## src/logic/datapath_params.svh

```systemverilog
// Datapath width, I/O port, address tag and pipeline depth macros
`ifndef DATAPATH_PARAMS_SVH
`define DATAPATH_PARAMS_SVH

// ------------------------------
// Data and address widths
// ------------------------------

`define DP_WORD_WIDTH       16
`define DP_READ_ADDR_WIDTH  6

// ------------------------------
// Memory-mapped I/O
// ------------------------------

// Same port count on the A and B sides
`define DP_IO_PORT_COUNT    4
`define DP_IO_PORT_BITS     2

// Upper four address bits all set, so 60 to 63 are ports and 0 to 59 memory
`define DP_IO_TAG           4'hF

// ------------------------------
// Memory and pipeline
// ------------------------------

`define DP_MEM_DEPTH        64

// Rising edges from instruction sample to write-back
`define DP_WB_LATENCY       4

`endif

```

## src/logic/datapath_pkg.sv

```systemverilog
// Address union, instruction, operand and write-back structs, ALU op codes
`include "datapath_params.svh"

package datapath_pkg;

    // ------------------------------
    // ALU control
    // ------------------------------

    // Code 7 is unused and falls back to pass_a
    typedef enum logic [2:0] {
        pass_a = 3'd0,
        pass_b = 3'd1,
        add    = 3'd2,
        sub    = 3'd3,
        op_and = 3'd4,
        op_or  = 3'd5,
        op_xor = 3'd6
    } alu_op_t;

    // ------------------------------
    // Addresses
    // ------------------------------

    // Same six bits seen as a memory word index or as tag plus port number
    typedef union packed {
        logic [`DP_READ_ADDR_WIDTH-1:0] mem_index;
        struct packed {
            logic [`DP_READ_ADDR_WIDTH-`DP_IO_PORT_BITS-1:0] tag;
            logic [`DP_IO_PORT_BITS-1:0]                     port;
        } io;
    } read_addr_u;

    // Side 0 targets A, side 1 targets B
    typedef struct packed {
        logic       side;
        read_addr_u addr;
    } write_addr_t;

    typedef struct packed {
        alu_op_t     op;
        read_addr_u  addr_a;
        read_addr_u  addr_b;
        write_addr_t addr_d;
    } instr_t;

    // ------------------------------
    // Pipeline words
    // ------------------------------

    typedef struct packed {
        logic                     live;
        alu_op_t                  op;
        logic [`DP_WORD_WIDTH-1:0] a;
        logic [`DP_WORD_WIDTH-1:0] b;
        write_addr_t              addr_d;
    } operands_t;

    typedef struct packed {
        logic                     en;
        write_addr_t              addr_d;
        logic [`DP_WORD_WIDTH-1:0] data;
        logic                     carry;
    } wb_t;

endpackage

```

## src/logic/io_predication.sv

```systemverilog
// Stage 1 instruction register, I/O address decode, empty/full checks and read pops
`timescale 1ns/100ps
`include "datapath_params.svh"

module io_predication (
    input  logic                          clock,
    input  logic                          rst_n,
    input  datapath_pkg::instr_t          instr,
    input  logic                          cancel,
    input  logic [`DP_IO_PORT_COUNT-1:0]  io_read_ef_a,
    input  logic [`DP_IO_PORT_COUNT-1:0]  io_read_ef_b,
    input  logic [`DP_IO_PORT_COUNT-1:0]  io_write_ef_a,
    input  logic [`DP_IO_PORT_COUNT-1:0]  io_write_ef_b,
    output datapath_pkg::instr_t          s1_instr,
    output logic                          s1_live,
    output logic                          io_ready,
    output logic [`DP_IO_PORT_COUNT-1:0]  io_rden_a,
    output logic [`DP_IO_PORT_COUNT-1:0]  io_rden_b
);

    logic                          cancel_q;
    logic                          read_io_a;
    logic                          read_io_b;
    logic                          write_io;
    logic [`DP_IO_PORT_COUNT-1:0]  write_ef;
    logic                          read_ok_a;
    logic                          read_ok_b;
    logic                          write_ok;

    // ------------------------------
    // Stage 1 register
    // ------------------------------

    // Cancel comes out of reset set so nothing is live until the first real edge
    always_ff @(posedge clock or negedge rst_n) begin
        if (!rst_n) begin
            s1_instr <= '0;
            cancel_q <= 1'b1;
        end else begin
            s1_instr <= instr;
            cancel_q <= cancel;
        end
    end

    // ------------------------------
    // Address decode
    // ------------------------------

    assign read_io_a = (s1_instr.addr_a.io.tag == `DP_IO_TAG);
    assign read_io_b = (s1_instr.addr_b.io.tag == `DP_IO_TAG);
    assign write_io  = (s1_instr.addr_d.addr.io.tag == `DP_IO_TAG);

    // D picks its full bits by side
    assign write_ef = s1_instr.addr_d.side ? io_write_ef_b : io_write_ef_a;

    // Memory operands are always ready
    assign read_ok_a = !read_io_a || io_read_ef_a[s1_instr.addr_a.io.port];
    assign read_ok_b = !read_io_b || io_read_ef_b[s1_instr.addr_b.io.port];
    assign write_ok  = !write_io  || write_ef[s1_instr.addr_d.addr.io.port];

    assign io_ready = read_ok_a && read_ok_b && write_ok;
    assign s1_live  = io_ready && !cancel_q;

    // ------------------------------
    // Read port pops
    // ------------------------------

    // One-hot pop per side, only for an instruction that goes ahead
    always_comb begin
        io_rden_a = '0;
        io_rden_b = '0;
        if (s1_live && read_io_a) begin
            io_rden_a[s1_instr.addr_a.io.port] = 1'b1;
        end
        if (s1_live && read_io_b) begin
            io_rden_b[s1_instr.addr_b.io.port] = 1'b1;
        end
    end

endmodule

```

## src/logic/data_memory.sv

```systemverilog
// A and B data RAMs, I/O read capture, operand register and write-back decode
`timescale 1ns/100ps
`include "datapath_params.svh"

module data_memory (
    input  logic                                             clock,
    input  logic                                             rst_n,
    input  datapath_pkg::instr_t                             s1_instr,
    input  logic                                             s1_live,
    input  logic [`DP_IO_PORT_COUNT-1:0][`DP_WORD_WIDTH-1:0] io_read_data_a,
    input  logic [`DP_IO_PORT_COUNT-1:0][`DP_WORD_WIDTH-1:0] io_read_data_b,
    input  datapath_pkg::wb_t                                wb,
    output datapath_pkg::operands_t                          ops,
    output logic [`DP_IO_PORT_COUNT-1:0]                     io_wren_a,
    output logic [`DP_IO_PORT_COUNT-1:0]                     io_wren_b,
    output logic [`DP_IO_PORT_COUNT-1:0][`DP_WORD_WIDTH-1:0] io_write_data_a,
    output logic [`DP_IO_PORT_COUNT-1:0][`DP_WORD_WIDTH-1:0] io_write_data_b
);

    // Per-side views, index 0 is A and index 1 is B
    datapath_pkg::read_addr_u                         rd_addr [2];
    logic [`DP_IO_PORT_COUNT-1:0][`DP_WORD_WIDTH-1:0] io_rd_data [2];

    logic [1:0]                    side_hit;
    logic                          wb_is_io;
    logic                          wb_mem;
    logic                          wb_port;
    logic [`DP_IO_PORT_COUNT-1:0]  port_sel;

    // Stage 2 control carried beside the RAM read
    logic                          s2_live;
    datapath_pkg::alu_op_t         s2_op;
    datapath_pkg::write_addr_t     s2_addr_d;

    assign rd_addr[0]    = s1_instr.addr_a;
    assign rd_addr[1]    = s1_instr.addr_b;
    assign io_rd_data[0] = io_read_data_a;
    assign io_rd_data[1] = io_read_data_b;

    // ------------------------------
    // Write-back decode
    // ------------------------------

    assign side_hit = {wb.addr_d.side, !wb.addr_d.side};
    assign wb_is_io = (wb.addr_d.addr.io.tag == `DP_IO_TAG);
    assign wb_mem   = wb.en && !wb_is_io;
    assign wb_port  = wb.en && wb_is_io;

    always_comb begin
        port_sel = '0;
        port_sel[wb.addr_d.addr.io.port] = 1'b1;
    end

    // ------------------------------
    // RAM and port read per side
    // ------------------------------

    for (genvar s = 0; s < 2; s++) begin : g_side
        logic [`DP_WORD_WIDTH-1:0]    ram [`DP_MEM_DEPTH];
        logic [`DP_WORD_WIDTH-1:0]    mem_q;
        logic [`DP_WORD_WIDTH-1:0]    port_q;
        logic                         is_io_q;
        logic [`DP_WORD_WIDTH-1:0]    operand;
        logic [`DP_IO_PORT_COUNT-1:0] port_wren;

        // Write lands on the edge after the result register, read returns old data
        always_ff @(posedge clock) begin
            if (wb_mem && side_hit[s]) begin
                ram[wb.addr_d.addr.mem_index] <= wb.data;
            end
            mem_q   <= ram[rd_addr[s].mem_index];
            port_q  <= io_rd_data[s][rd_addr[s].io.port];
            is_io_q <= (rd_addr[s].io.tag == `DP_IO_TAG);
        end

        assign operand   = is_io_q ? port_q : mem_q;
        assign port_wren = (wb_port && side_hit[s]) ? port_sel : '0;
    end

    // ------------------------------
    // Stage 2 and 3 registers
    // ------------------------------

    always_ff @(posedge clock or negedge rst_n) begin
        if (!rst_n) begin
            s2_live <= 1'b0;
        end else begin
            s2_live <= s1_live;
        end
    end

    always_ff @(posedge clock) begin
        s2_op     <= s1_instr.op;
        s2_addr_d <= s1_instr.addr_d;
    end

    always_ff @(posedge clock or negedge rst_n) begin
        if (!rst_n) begin
            ops <= '0;
        end else begin
            ops.live   <= s2_live;
            ops.op     <= s2_op;
            ops.a      <= g_side[0].operand;
            ops.b      <= g_side[1].operand;
            ops.addr_d <= s2_addr_d;
        end
    end

    // ------------------------------
    // I/O write ports
    // ------------------------------

    // Every port of a side sees the result, wren picks the one that takes it
    assign io_write_data_a = {`DP_IO_PORT_COUNT{wb.data}};
    assign io_write_data_b = {`DP_IO_PORT_COUNT{wb.data}};
    assign io_wren_a       = g_side[0].port_wren;
    assign io_wren_b       = g_side[1].port_wren;

endmodule

```

## src/logic/triadic_alu.sv

```systemverilog
// ALU operation decode, result and carry, and the write-back register
`timescale 1ns/100ps
`include "datapath_params.svh"

module triadic_alu (
    input  logic                    clock,
    input  logic                    rst_n,
    input  datapath_pkg::operands_t ops,
    output datapath_pkg::wb_t       wb
);

    logic                      is_sub;
    logic [`DP_WORD_WIDTH-1:0] b_in;
    logic [`DP_WORD_WIDTH:0]   sum;
    logic [`DP_WORD_WIDTH-1:0] result;
    logic                      carry;

    // ------------------------------
    // Shared adder
    // ------------------------------

    // Subtract as a plus inverted b plus one, carry high means no borrow
    assign is_sub = (ops.op == datapath_pkg::sub);
    assign b_in   = is_sub ? ~ops.b : ops.b;
    assign sum    = {1'b0, ops.a} + {1'b0, b_in} + {{`DP_WORD_WIDTH{1'b0}}, is_sub};

    always_comb begin
        result = ops.a;
        carry  = 1'b0;
        case (ops.op)
            datapath_pkg::pass_b: result = ops.b;
            datapath_pkg::add,
            datapath_pkg::sub: begin
                result = sum[`DP_WORD_WIDTH-1:0];
                carry  = sum[`DP_WORD_WIDTH];
            end
            datapath_pkg::op_and: result = ops.a & ops.b;
            datapath_pkg::op_or:  result = ops.a | ops.b;
            datapath_pkg::op_xor: result = ops.a ^ ops.b;
            // pass_a and the spare code 7
            default: result = ops.a;
        endcase
    end

    // ------------------------------
    // Result register
    // ------------------------------

    always_ff @(posedge clock or negedge rst_n) begin
        if (!rst_n) begin
            wb <= '0;
        end else begin
            wb.en     <= ops.live;
            wb.addr_d <= ops.addr_d;
            wb.data   <= result;
            wb.carry  <= carry;
        end
    end

endmodule

```

## src/logic/datapath_top.sv

```systemverilog
// Datapath top level joining I/O predication, data memory and ALU
`timescale 1ns/100ps
`include "datapath_params.svh"

module datapath_top (
    input  logic                                             clock,
    input  logic                                             rst_n,

    // Instruction stream from the control path
    input  datapath_pkg::instr_t                             instr,
    input  logic                                             cancel,

    // Empty/full bits of the I/O ports
    input  logic [`DP_IO_PORT_COUNT-1:0]                     io_read_ef_a,
    input  logic [`DP_IO_PORT_COUNT-1:0]                     io_read_ef_b,
    input  logic [`DP_IO_PORT_COUNT-1:0]                     io_write_ef_a,
    input  logic [`DP_IO_PORT_COUNT-1:0]                     io_write_ef_b,

    input  logic [`DP_IO_PORT_COUNT-1:0][`DP_WORD_WIDTH-1:0] io_read_data_a,
    input  logic [`DP_IO_PORT_COUNT-1:0][`DP_WORD_WIDTH-1:0] io_read_data_b,

    output logic                                             io_ready,
    output logic [`DP_IO_PORT_COUNT-1:0]                     io_rden_a,
    output logic [`DP_IO_PORT_COUNT-1:0]                     io_rden_b,
    output logic [`DP_IO_PORT_COUNT-1:0]                     io_wren_a,
    output logic [`DP_IO_PORT_COUNT-1:0]                     io_wren_b,
    output logic [`DP_IO_PORT_COUNT-1:0][`DP_WORD_WIDTH-1:0] io_write_data_a,
    output logic [`DP_IO_PORT_COUNT-1:0][`DP_WORD_WIDTH-1:0] io_write_data_b,

    // Single write-back path
    output datapath_pkg::wb_t                                wb
);

    datapath_pkg::instr_t    s1_instr;
    logic                    s1_live;
    datapath_pkg::operands_t ops;

    // Stage 1, predication on the empty/full bits
    io_predication u_pred (
        .clock         (clock),
        .rst_n         (rst_n),
        .instr         (instr),
        .cancel        (cancel),
        .io_read_ef_a  (io_read_ef_a),
        .io_read_ef_b  (io_read_ef_b),
        .io_write_ef_a (io_write_ef_a),
        .io_write_ef_b (io_write_ef_b),
        .s1_instr      (s1_instr),
        .s1_live       (s1_live),
        .io_ready      (io_ready),
        .io_rden_a     (io_rden_a),
        .io_rden_b     (io_rden_b)
    );

    // Stages 2 and 3, memory read and operand select
    data_memory u_mem (
        .clock           (clock),
        .rst_n           (rst_n),
        .s1_instr        (s1_instr),
        .s1_live         (s1_live),
        .io_read_data_a  (io_read_data_a),
        .io_read_data_b  (io_read_data_b),
        .wb              (wb),
        .ops             (ops),
        .io_wren_a       (io_wren_a),
        .io_wren_b       (io_wren_b),
        .io_write_data_a (io_write_data_a),
        .io_write_data_b (io_write_data_b)
    );

    // Stage 4, result register
    triadic_alu u_alu (
        .clock (clock),
        .rst_n (rst_n),
        .ops   (ops),
        .wb    (wb)
    );

endmodule

```

## config.mk

```make
export PLATFORM = sky130hd
export DESIGN_NAME = datapath_top
export DESIGN_NICKNAME = d
export VERILOG_FILES = /design/src/logic/datapath_pkg.sv /design/src/logic/io_predication.sv /design/src/logic/data_memory.sv /design/src/logic/triadic_alu.sv /design/src/logic/datapath_top.sv
export VERILOG_INCLUDE_DIRS = /design/src /design/src/logic
export SDC_FILE = /design/constraint.sdc
export NUM_CORES = 2
export LEC_CHECK = 0
export BUFFER_PORTS_ARGS = -buffer_cell sky130_fd_sc_hd__buf_2
export CORE_ASPECT_RATIO = 1.5
export CORE_MARGIN = 1
export CORE_UTILIZATION = 42
export DETAILED_ROUTE_END_ITERATION = 8
export REMOVE_ABC_BUFFERS = 1
export SYNTH_ARGS = -nofsm -noshare
export SYNTH_HDL_FRONTEND = slang
export SYNTH_HIERARCHICAL = 1
export SYNTH_SLANG_ARGS = --single-unit
```

## constraint.sdc

```tcl
create_clock -name clock -period 9.6 [get_ports clock]
set_input_delay 1.92 -clock clock [delete_from_list [all_inputs] [get_ports clock]]
set_output_delay 1.92 -clock clock [all_outputs]
set_load 0.01 [all_outputs]
```

## Yosys cells after proc, flatten, opt, wreduce, memory -nomap -nowiden

Memories as Yosys holds them, arrays and structs flattened. A register that Yosys moved wholly into a read port is not among the register bits.
Index checks and enable logic that the tools add are counted.

| word-level totals | value |
|---|---|
| bits in registers | 136 |
| bits in writable memories | 2048 |
| input bits | 169 |
| output and inout port bits | 170 |
| memories kept | 2 |

| operators by class | value |
|---|---|
| add/sub/neg operators | 2 |
| $lt $le $gt $ge | 7 |
| equality and inequality tests | 10 |
| multiplexer cells | 30 |
| bitwise operators | 4 |
| reduce and logical (&&, ||, !) cells | 24 |

Memory list:

| memory | words | bits a word | rd ports | clocked after memory_dff | wr ports | RTL line | text |
|---|---|---|---|---|---|---|---|
| u_mem.g_side[0].ram | 64 | 16 | 1 | 1 | 1 | data_memory.sv:59 | `` logic [`DP_WORD_WIDTH-1:0] ram [`DP_MEM_DEPTH]; `` |
| u_mem.g_side[1].ram | 64 | 16 | 1 | 1 | 1 | data_memory.sv:59 |  |

Operators with widths:

| operator | count |
|---|---|
| 16-bit two-way mux | 5 |
| 16-bit one-hot mux with 5 select lines | 1 |
| 16-bit binary-select mux with 2-bit select | 2 |
| 4-bit two-way mux | 5 |
| 16-bit by 16-bit adder with 17-bit output | 1 |
| 17-bit by 1-bit adder with 17-bit output | 1 |
| 16-bit AND | 1 |
| 4-bit == test (second input constant) | 4 |
| 16-bit NOT | 1 |
| 16-bit bitwise OR | 1 |
| 16-bit bitwise XOR | 1 |
| 1-bit logical AND | 14 |
| 2-bit by 3-bit < comparator with 1-bit output (second input constant) | 4 |
| 1-bit two-way mux | 11 |
| 3-bit == test (second input constant) | 3 |
| 1-bit binary-select mux with 2-bit select | 3 |
| 1-bit demux with 2-bit select | 3 |
| 3-bit by 2-bit == test with 1-bit output (second input constant) | 2 |
| 2-bit by 1-bit greater-or-equal comparator with 1-bit output (second input constant) | 3 |
| 1-bit logical NOT | 6 |
| 3-bit by 1-bit == test with 1-bit output (second input constant) | 1 |
| 1-bit logical OR | 3 |
| 2-bit OR reduction | 1 |

## Longest topological paths before layout

| depth | value |
|---|---|
| word-level depth | 8 |
| gate-level depth with buffers | 14 |
| depth with buffers taken out | 11 |

## By module

Netlist, hierarchy kept.

By module, submodules not included:

| module | instances | cells each | area an instance (sq um) | sequential area each (sq um) |
|---|---|---|---|---|
| data_memory | 1 | 3899 | 83218.6 | 64121.5 |
| triadic_alu | 1 | 392 | 3143.0 | 625.6 |
| io_predication | 1 | 57 | 912.1 | 576.8 |

## Least setup slack after synthesis

Ideal clock, no wire load.

| timing path | value |
|---|---|
| path kind | input -> output |
| start point | in io_write_ef_b[3] |
| end point | out io_rden_a[1] |
| arrival | 2984 ps |
| data required time | 7680 ps |
| slack | 4696 ps |
| stages on the path | 4 |
| path buffers | 1 |
| path through | mux2i_1 > mux4_2 > buf_6 > a2111oi_2 |

| between the ends | value |
|---|---|
| cells in the longest elaborated chain, start to end | 8 |

RTL lines:

| item | RTL line | text |
|---|---|---|
| start: declaration | datapath_top.sv:17 | `` input logic [`DP_IO_PORT_COUNT-1:0] io_write_ef_b, `` |
| 4-bit two-way mux | io_predication.sv:54 | `assign write_ef = s1_instr.addr_d.side ? io_write_ef_b : io_write_ef_a;` |
| 1-bit binary-select mux with 2-bit select | io_predication.sv:59 | `assign write_ok = !write_io \|\| write_ef[s1_instr.addr_d.addr.io.port];` |
| 1-bit two-way mux (not written as such) | io_predication.sv:59 |  |
| 1-bit logical OR | io_predication.sv:59 |  |
| 1-bit logical AND | io_predication.sv:61 | `assign io_ready = read_ok_a && read_ok_b && write_ok;` |
| 1-bit logical AND | io_predication.sv:62 | `assign s1_live = io_ready && !cancel_q;` |
| 1-bit logical AND | io_predication.sv:72 | `if (s1_live && read_io_a) begin` |
| 4-bit two-way mux | io_predication.sv:72 |  |
| end: declaration | datapath_top.sv:23 | `` output logic [`DP_IO_PORT_COUNT-1:0] io_rden_a, `` |

No other way between the ends. The select of a mux whose other input is x is not followed.

## Final worst setup path

| timing path | value |
|---|---|
| start point | reg u_pred/s1_instr[9] (netlist name) |
| end point | out io_rden_b[2] |

| between the ends | value |
|---|---|
| cells in the longest elaborated chain, start to end | 8 |

RTL lines:

| item | RTL line | text |
|---|---|---|
| 4-bit == test (no line) * | n/a |  |
| 1-bit logical NOT | io_predication.sv:58 | `assign read_ok_b = !read_io_b \|\| io_read_ef_b[s1_instr.addr_b.io.port];` |
| 1-bit logical OR | io_predication.sv:58 |  |
| 1-bit logical AND (2 in series) | io_predication.sv:61 |  |
| 1-bit logical AND | io_predication.sv:62 |  |
| 1-bit logical AND * | io_predication.sv:75 | `if (s1_live && read_io_b) begin` |
| 4-bit two-way mux * | io_predication.sv:75 |  |
| end: declaration | datapath_top.sv:24 | `` output logic [`DP_IO_PORT_COUNT-1:0] io_rden_b, `` |

Every way passes the cells marked *; elsewhere a longest branch is shown, timed or not.

==> flow_summary.yaml <==
cts:
  cts.sinks: 2216
  h-tree-depth: 4
  cts_hold_buf: 0
  clk_latency_ps: 890
  cts_resized: 0
  cts.clk_slew.worst_paths_ps: 60
  cts_tree: "yes"
  clockBufferDepth: 4
  cts_root_buf: "clkbuf_16"
  cts_setup_buffers: 0
  numCtsBuffers: 212
setup_path:
  startpoint_type: "register"
  crit_type: "reg2out"
  crit_fanout: 47
  cp.required_ps: 7680
  end_kind: "output port"
  cp.arrival_ps: 3840
floorplan:
  fp.dieW_um: 374
  die_y_um: 560
  die_area_um2: 210000
  io_pins: 339
  core_area_um2: 206000
  num_rows: 204
  initial_utilization: 0.423
yosys:
  synth_cell_type_count: 72
  avgSynthCellArea_um2: 20.1
  synth_area_leaders: "edfxtp_1 (70%), mux4_2 (12%), dfrtp_1 (2.6%)"
  ys_seq_elements: 2216
  synth_area_um2: 87300
  synth-edff-count: 2048
  netlist.area_leader.share: 0.705
  synth_mux_area_frac: 0.151
  synth_top_area_cell: "edfxtp_1"
  synth_xor_area_frac: 0.00281
  synth_compound_area_frac: 0.0401
  synth_top_family_by_area: "multiplexers"
  async_flop_share: 0.0415
  yosys_warnings: 6
  ys_seq_area_frac: 0.748
  synth_fa_ha_area_frac: 0.00740
  synth-simple-area-share: 0.0217
  synth_flop_cell: "edfxtp_1"
  syn_inst: 4348
power:
  p_leak_nw: 33.2
  peakVddDrop_uv: 140
  powerDensity_nw_per_um2: 225
  finalPower_mw: 22.3
grt:
  grt_busiest_layer: "met2"
  grt_start_max_net_pins: 89
  met3_usage: 0.0237
  use_met1: 0.267
  grt_pass1_wl_mm: 319
  grt_use_total: 0.211
  met2_usage: 0.366
  grt_pass1_vias: 44400
  antenna_found_initial: 13
  overflow: 0
routing:
  drtIter0Drc: 4543
  postRouteAntennaNets: 0
  drc: 0
  first_pass_iters: 5
  wl_per_cell_um: 28.8
  finalWirelength_mm: 223
  vias_per_cell: 5.69
  num_vias: 43900
layout:
  layout-drive-gt1-share: 0.290
  fin_util: 0.481
  syn_to_final_growth_pct: 13.6
  final_nets: 5083
  n_fill_cell: 17100
sta:
  final_hold_viol_count: 0
  tns_ps: 0
  setup_viol: 0
  slew_headroom: 0.111
  period_share: 0.600
  period_minus_slack_ps: 5760
  fmax_mhz: 174
  rsz0062_at_grt: "no"
  maxSlewViolCount: 0
  whs_ps: 327
  worst_slew_pin_slew_ps: 1320
  setup_ws_ps: 3840
  skew_ps: 82.5
worst_hold_path:
  hold_path_class: "reg2reg"
placement:
  dpl_worst_slack_ps: 4440
  dp_hpwl_mm: 140
  gp_congestion: 0.885
  portBuffers: 338
job:
  drv_cap: 0
run_status:
  outcome: "completed"
==> per-layer routing <==
metal	routed length, um	share of wire
met5	27	0.00012
met4	9750	0.044
met3	12600	0.057
met2	114000	0.51
met1	86000	0.39
==> through the flow <==
stage                     std cells  cell area [um^2]
final                          7723             99200
after global routing           7713             99100
after CTS                      7710             99100
after detailed placement       7327             92300
after global placement         7327             92300
after floorplan                4104             85500
==> critical path, cell delays in order, from the launching register on <==
cell	delay (ps)
dfrtp_4	870
nand4_1	830
or4b_2	880
a211oi_1	180
buf_2	160
==> worst paths after layout <==
kind | start | to | slack (ps) | cells after the start
max | u_pred/s1_instr[9] | io_rden_b[2] | 3840 | 4
min | u_mem/s2_addr_d[6] | u_mem/ops[6] | 330 | 0
max reg2reg | u_pred/s1_instr[7] | u_mem/g_side[1].mem_q[7] | 5120 | 8
min reg2reg | u_mem/s2_addr_d[6] | u_mem/ops[6] | 330 | 0
max in group asynchronous | rst_n | u_pred/s1_instr[7] | 7250 | 2
min in group asynchronous | rst_n | u_pred/s1_instr[19] | 980 | 1
==> cell families (layout without fill, tap and decap cells) <==
| kind of cell | after synthesis | after routing |
|---|---|---|
| AOI/OAI and AO/OA | 496 | 496 |
| other | 1 | 141 |
| buffers and inverters | 426 | 983 |
| DFF | 2216 | 2216 |
| adders and majority gates | 51 | 51 |
| and+or+nand+nor | 401 | 401 |
| xor gates and xnor gates | 28 | 28 |
| muxes | 729 | 729 |
==> report_power, final <==
part           internal [mW]  switching, mW  total (mW)
registers               11.4          0.339        11.8
clock network           4.75           3.59        8.34
logic                  0.661           1.55        2.22
==> layout make-up <==
type,count,area (um^2),share of cell area
Multi-Input combinational cell,1833,20000,0.202
Clock buffer,273,5720,0.0577
Clock inverter,110,1130,0.0114
Antenna cell,13,32.5,0.000328
Inverter,55,206,0.00208
Timing Repair Buffer,545,3280,0.0330
Sequential cell,2216,65400,0.660
Tap cell,2678,3350,0.0338
==> cell usage after synthesis, drive strengths merged, types with 48 or more instances <==
| cell type | number |
|---|---|
| a211oi | 73 |
| a21oi | 70 |
| a22oi | 50 |
| buf | 279 |
| clkbuf | 92 |
| dfrtp | 91 |
| dfxtp | 76 |
| edfxtp | 2048 |
| ha | 50 |
| inv | 53 |
| mux2 | 69 |
| mux2i | 197 |
| mux4 | 463 |
| nand2 | 73 |
| nor2 | 164 |
| o21ai | 48 |
| o22ai | 129 |
==> sequential cells by signal, summed over array words and instances (netlist names) <==
| register | cells |
|---|---|
| u_mem/g_side.ram | 2048 |
| u_mem/g_side.is_io_q | 2 |
| u_mem/g_side.mem_q | 32 |
| u_pred/cancel_q | 1 |
| u_mem/s2_addr_d | 7 |
| u_mem/ops | 43 |
| u_alu/wb | 25 |
| u_mem/s2_live | 1 |
| u_mem/g_side.port_q | 32 |
| u_pred/s1_instr | 22 |
| u_mem/s2_op | 3 |
==> cell usage in the layout (no fill, tap or decap), drive strengths merged, types with 31 or more instances in the layout <==
cell type / Yosys / routed
edfxtp: 2048 / 2048
buf: 279 / 545
mux4: 463 / 463
clkbuf: 92 / 273
mux2i: 197 / 197
nor2: 164 / 164
o22ai: 129 / 129
conb: 1 / 128
dfrtp: 91 / 91
dfxtp: 76 / 76
nand2: 73 / 73
a211oi: 73 / 73
clkinv: 2 / 71
a21oi: 70 / 70
mux2: 69 / 69
inv: 53 / 64
a22oi: 50 / 50
ha: 50 / 50
o21ai: 48 / 48
nor3: 31 / 31
Power figures use the tool's default switching activity.
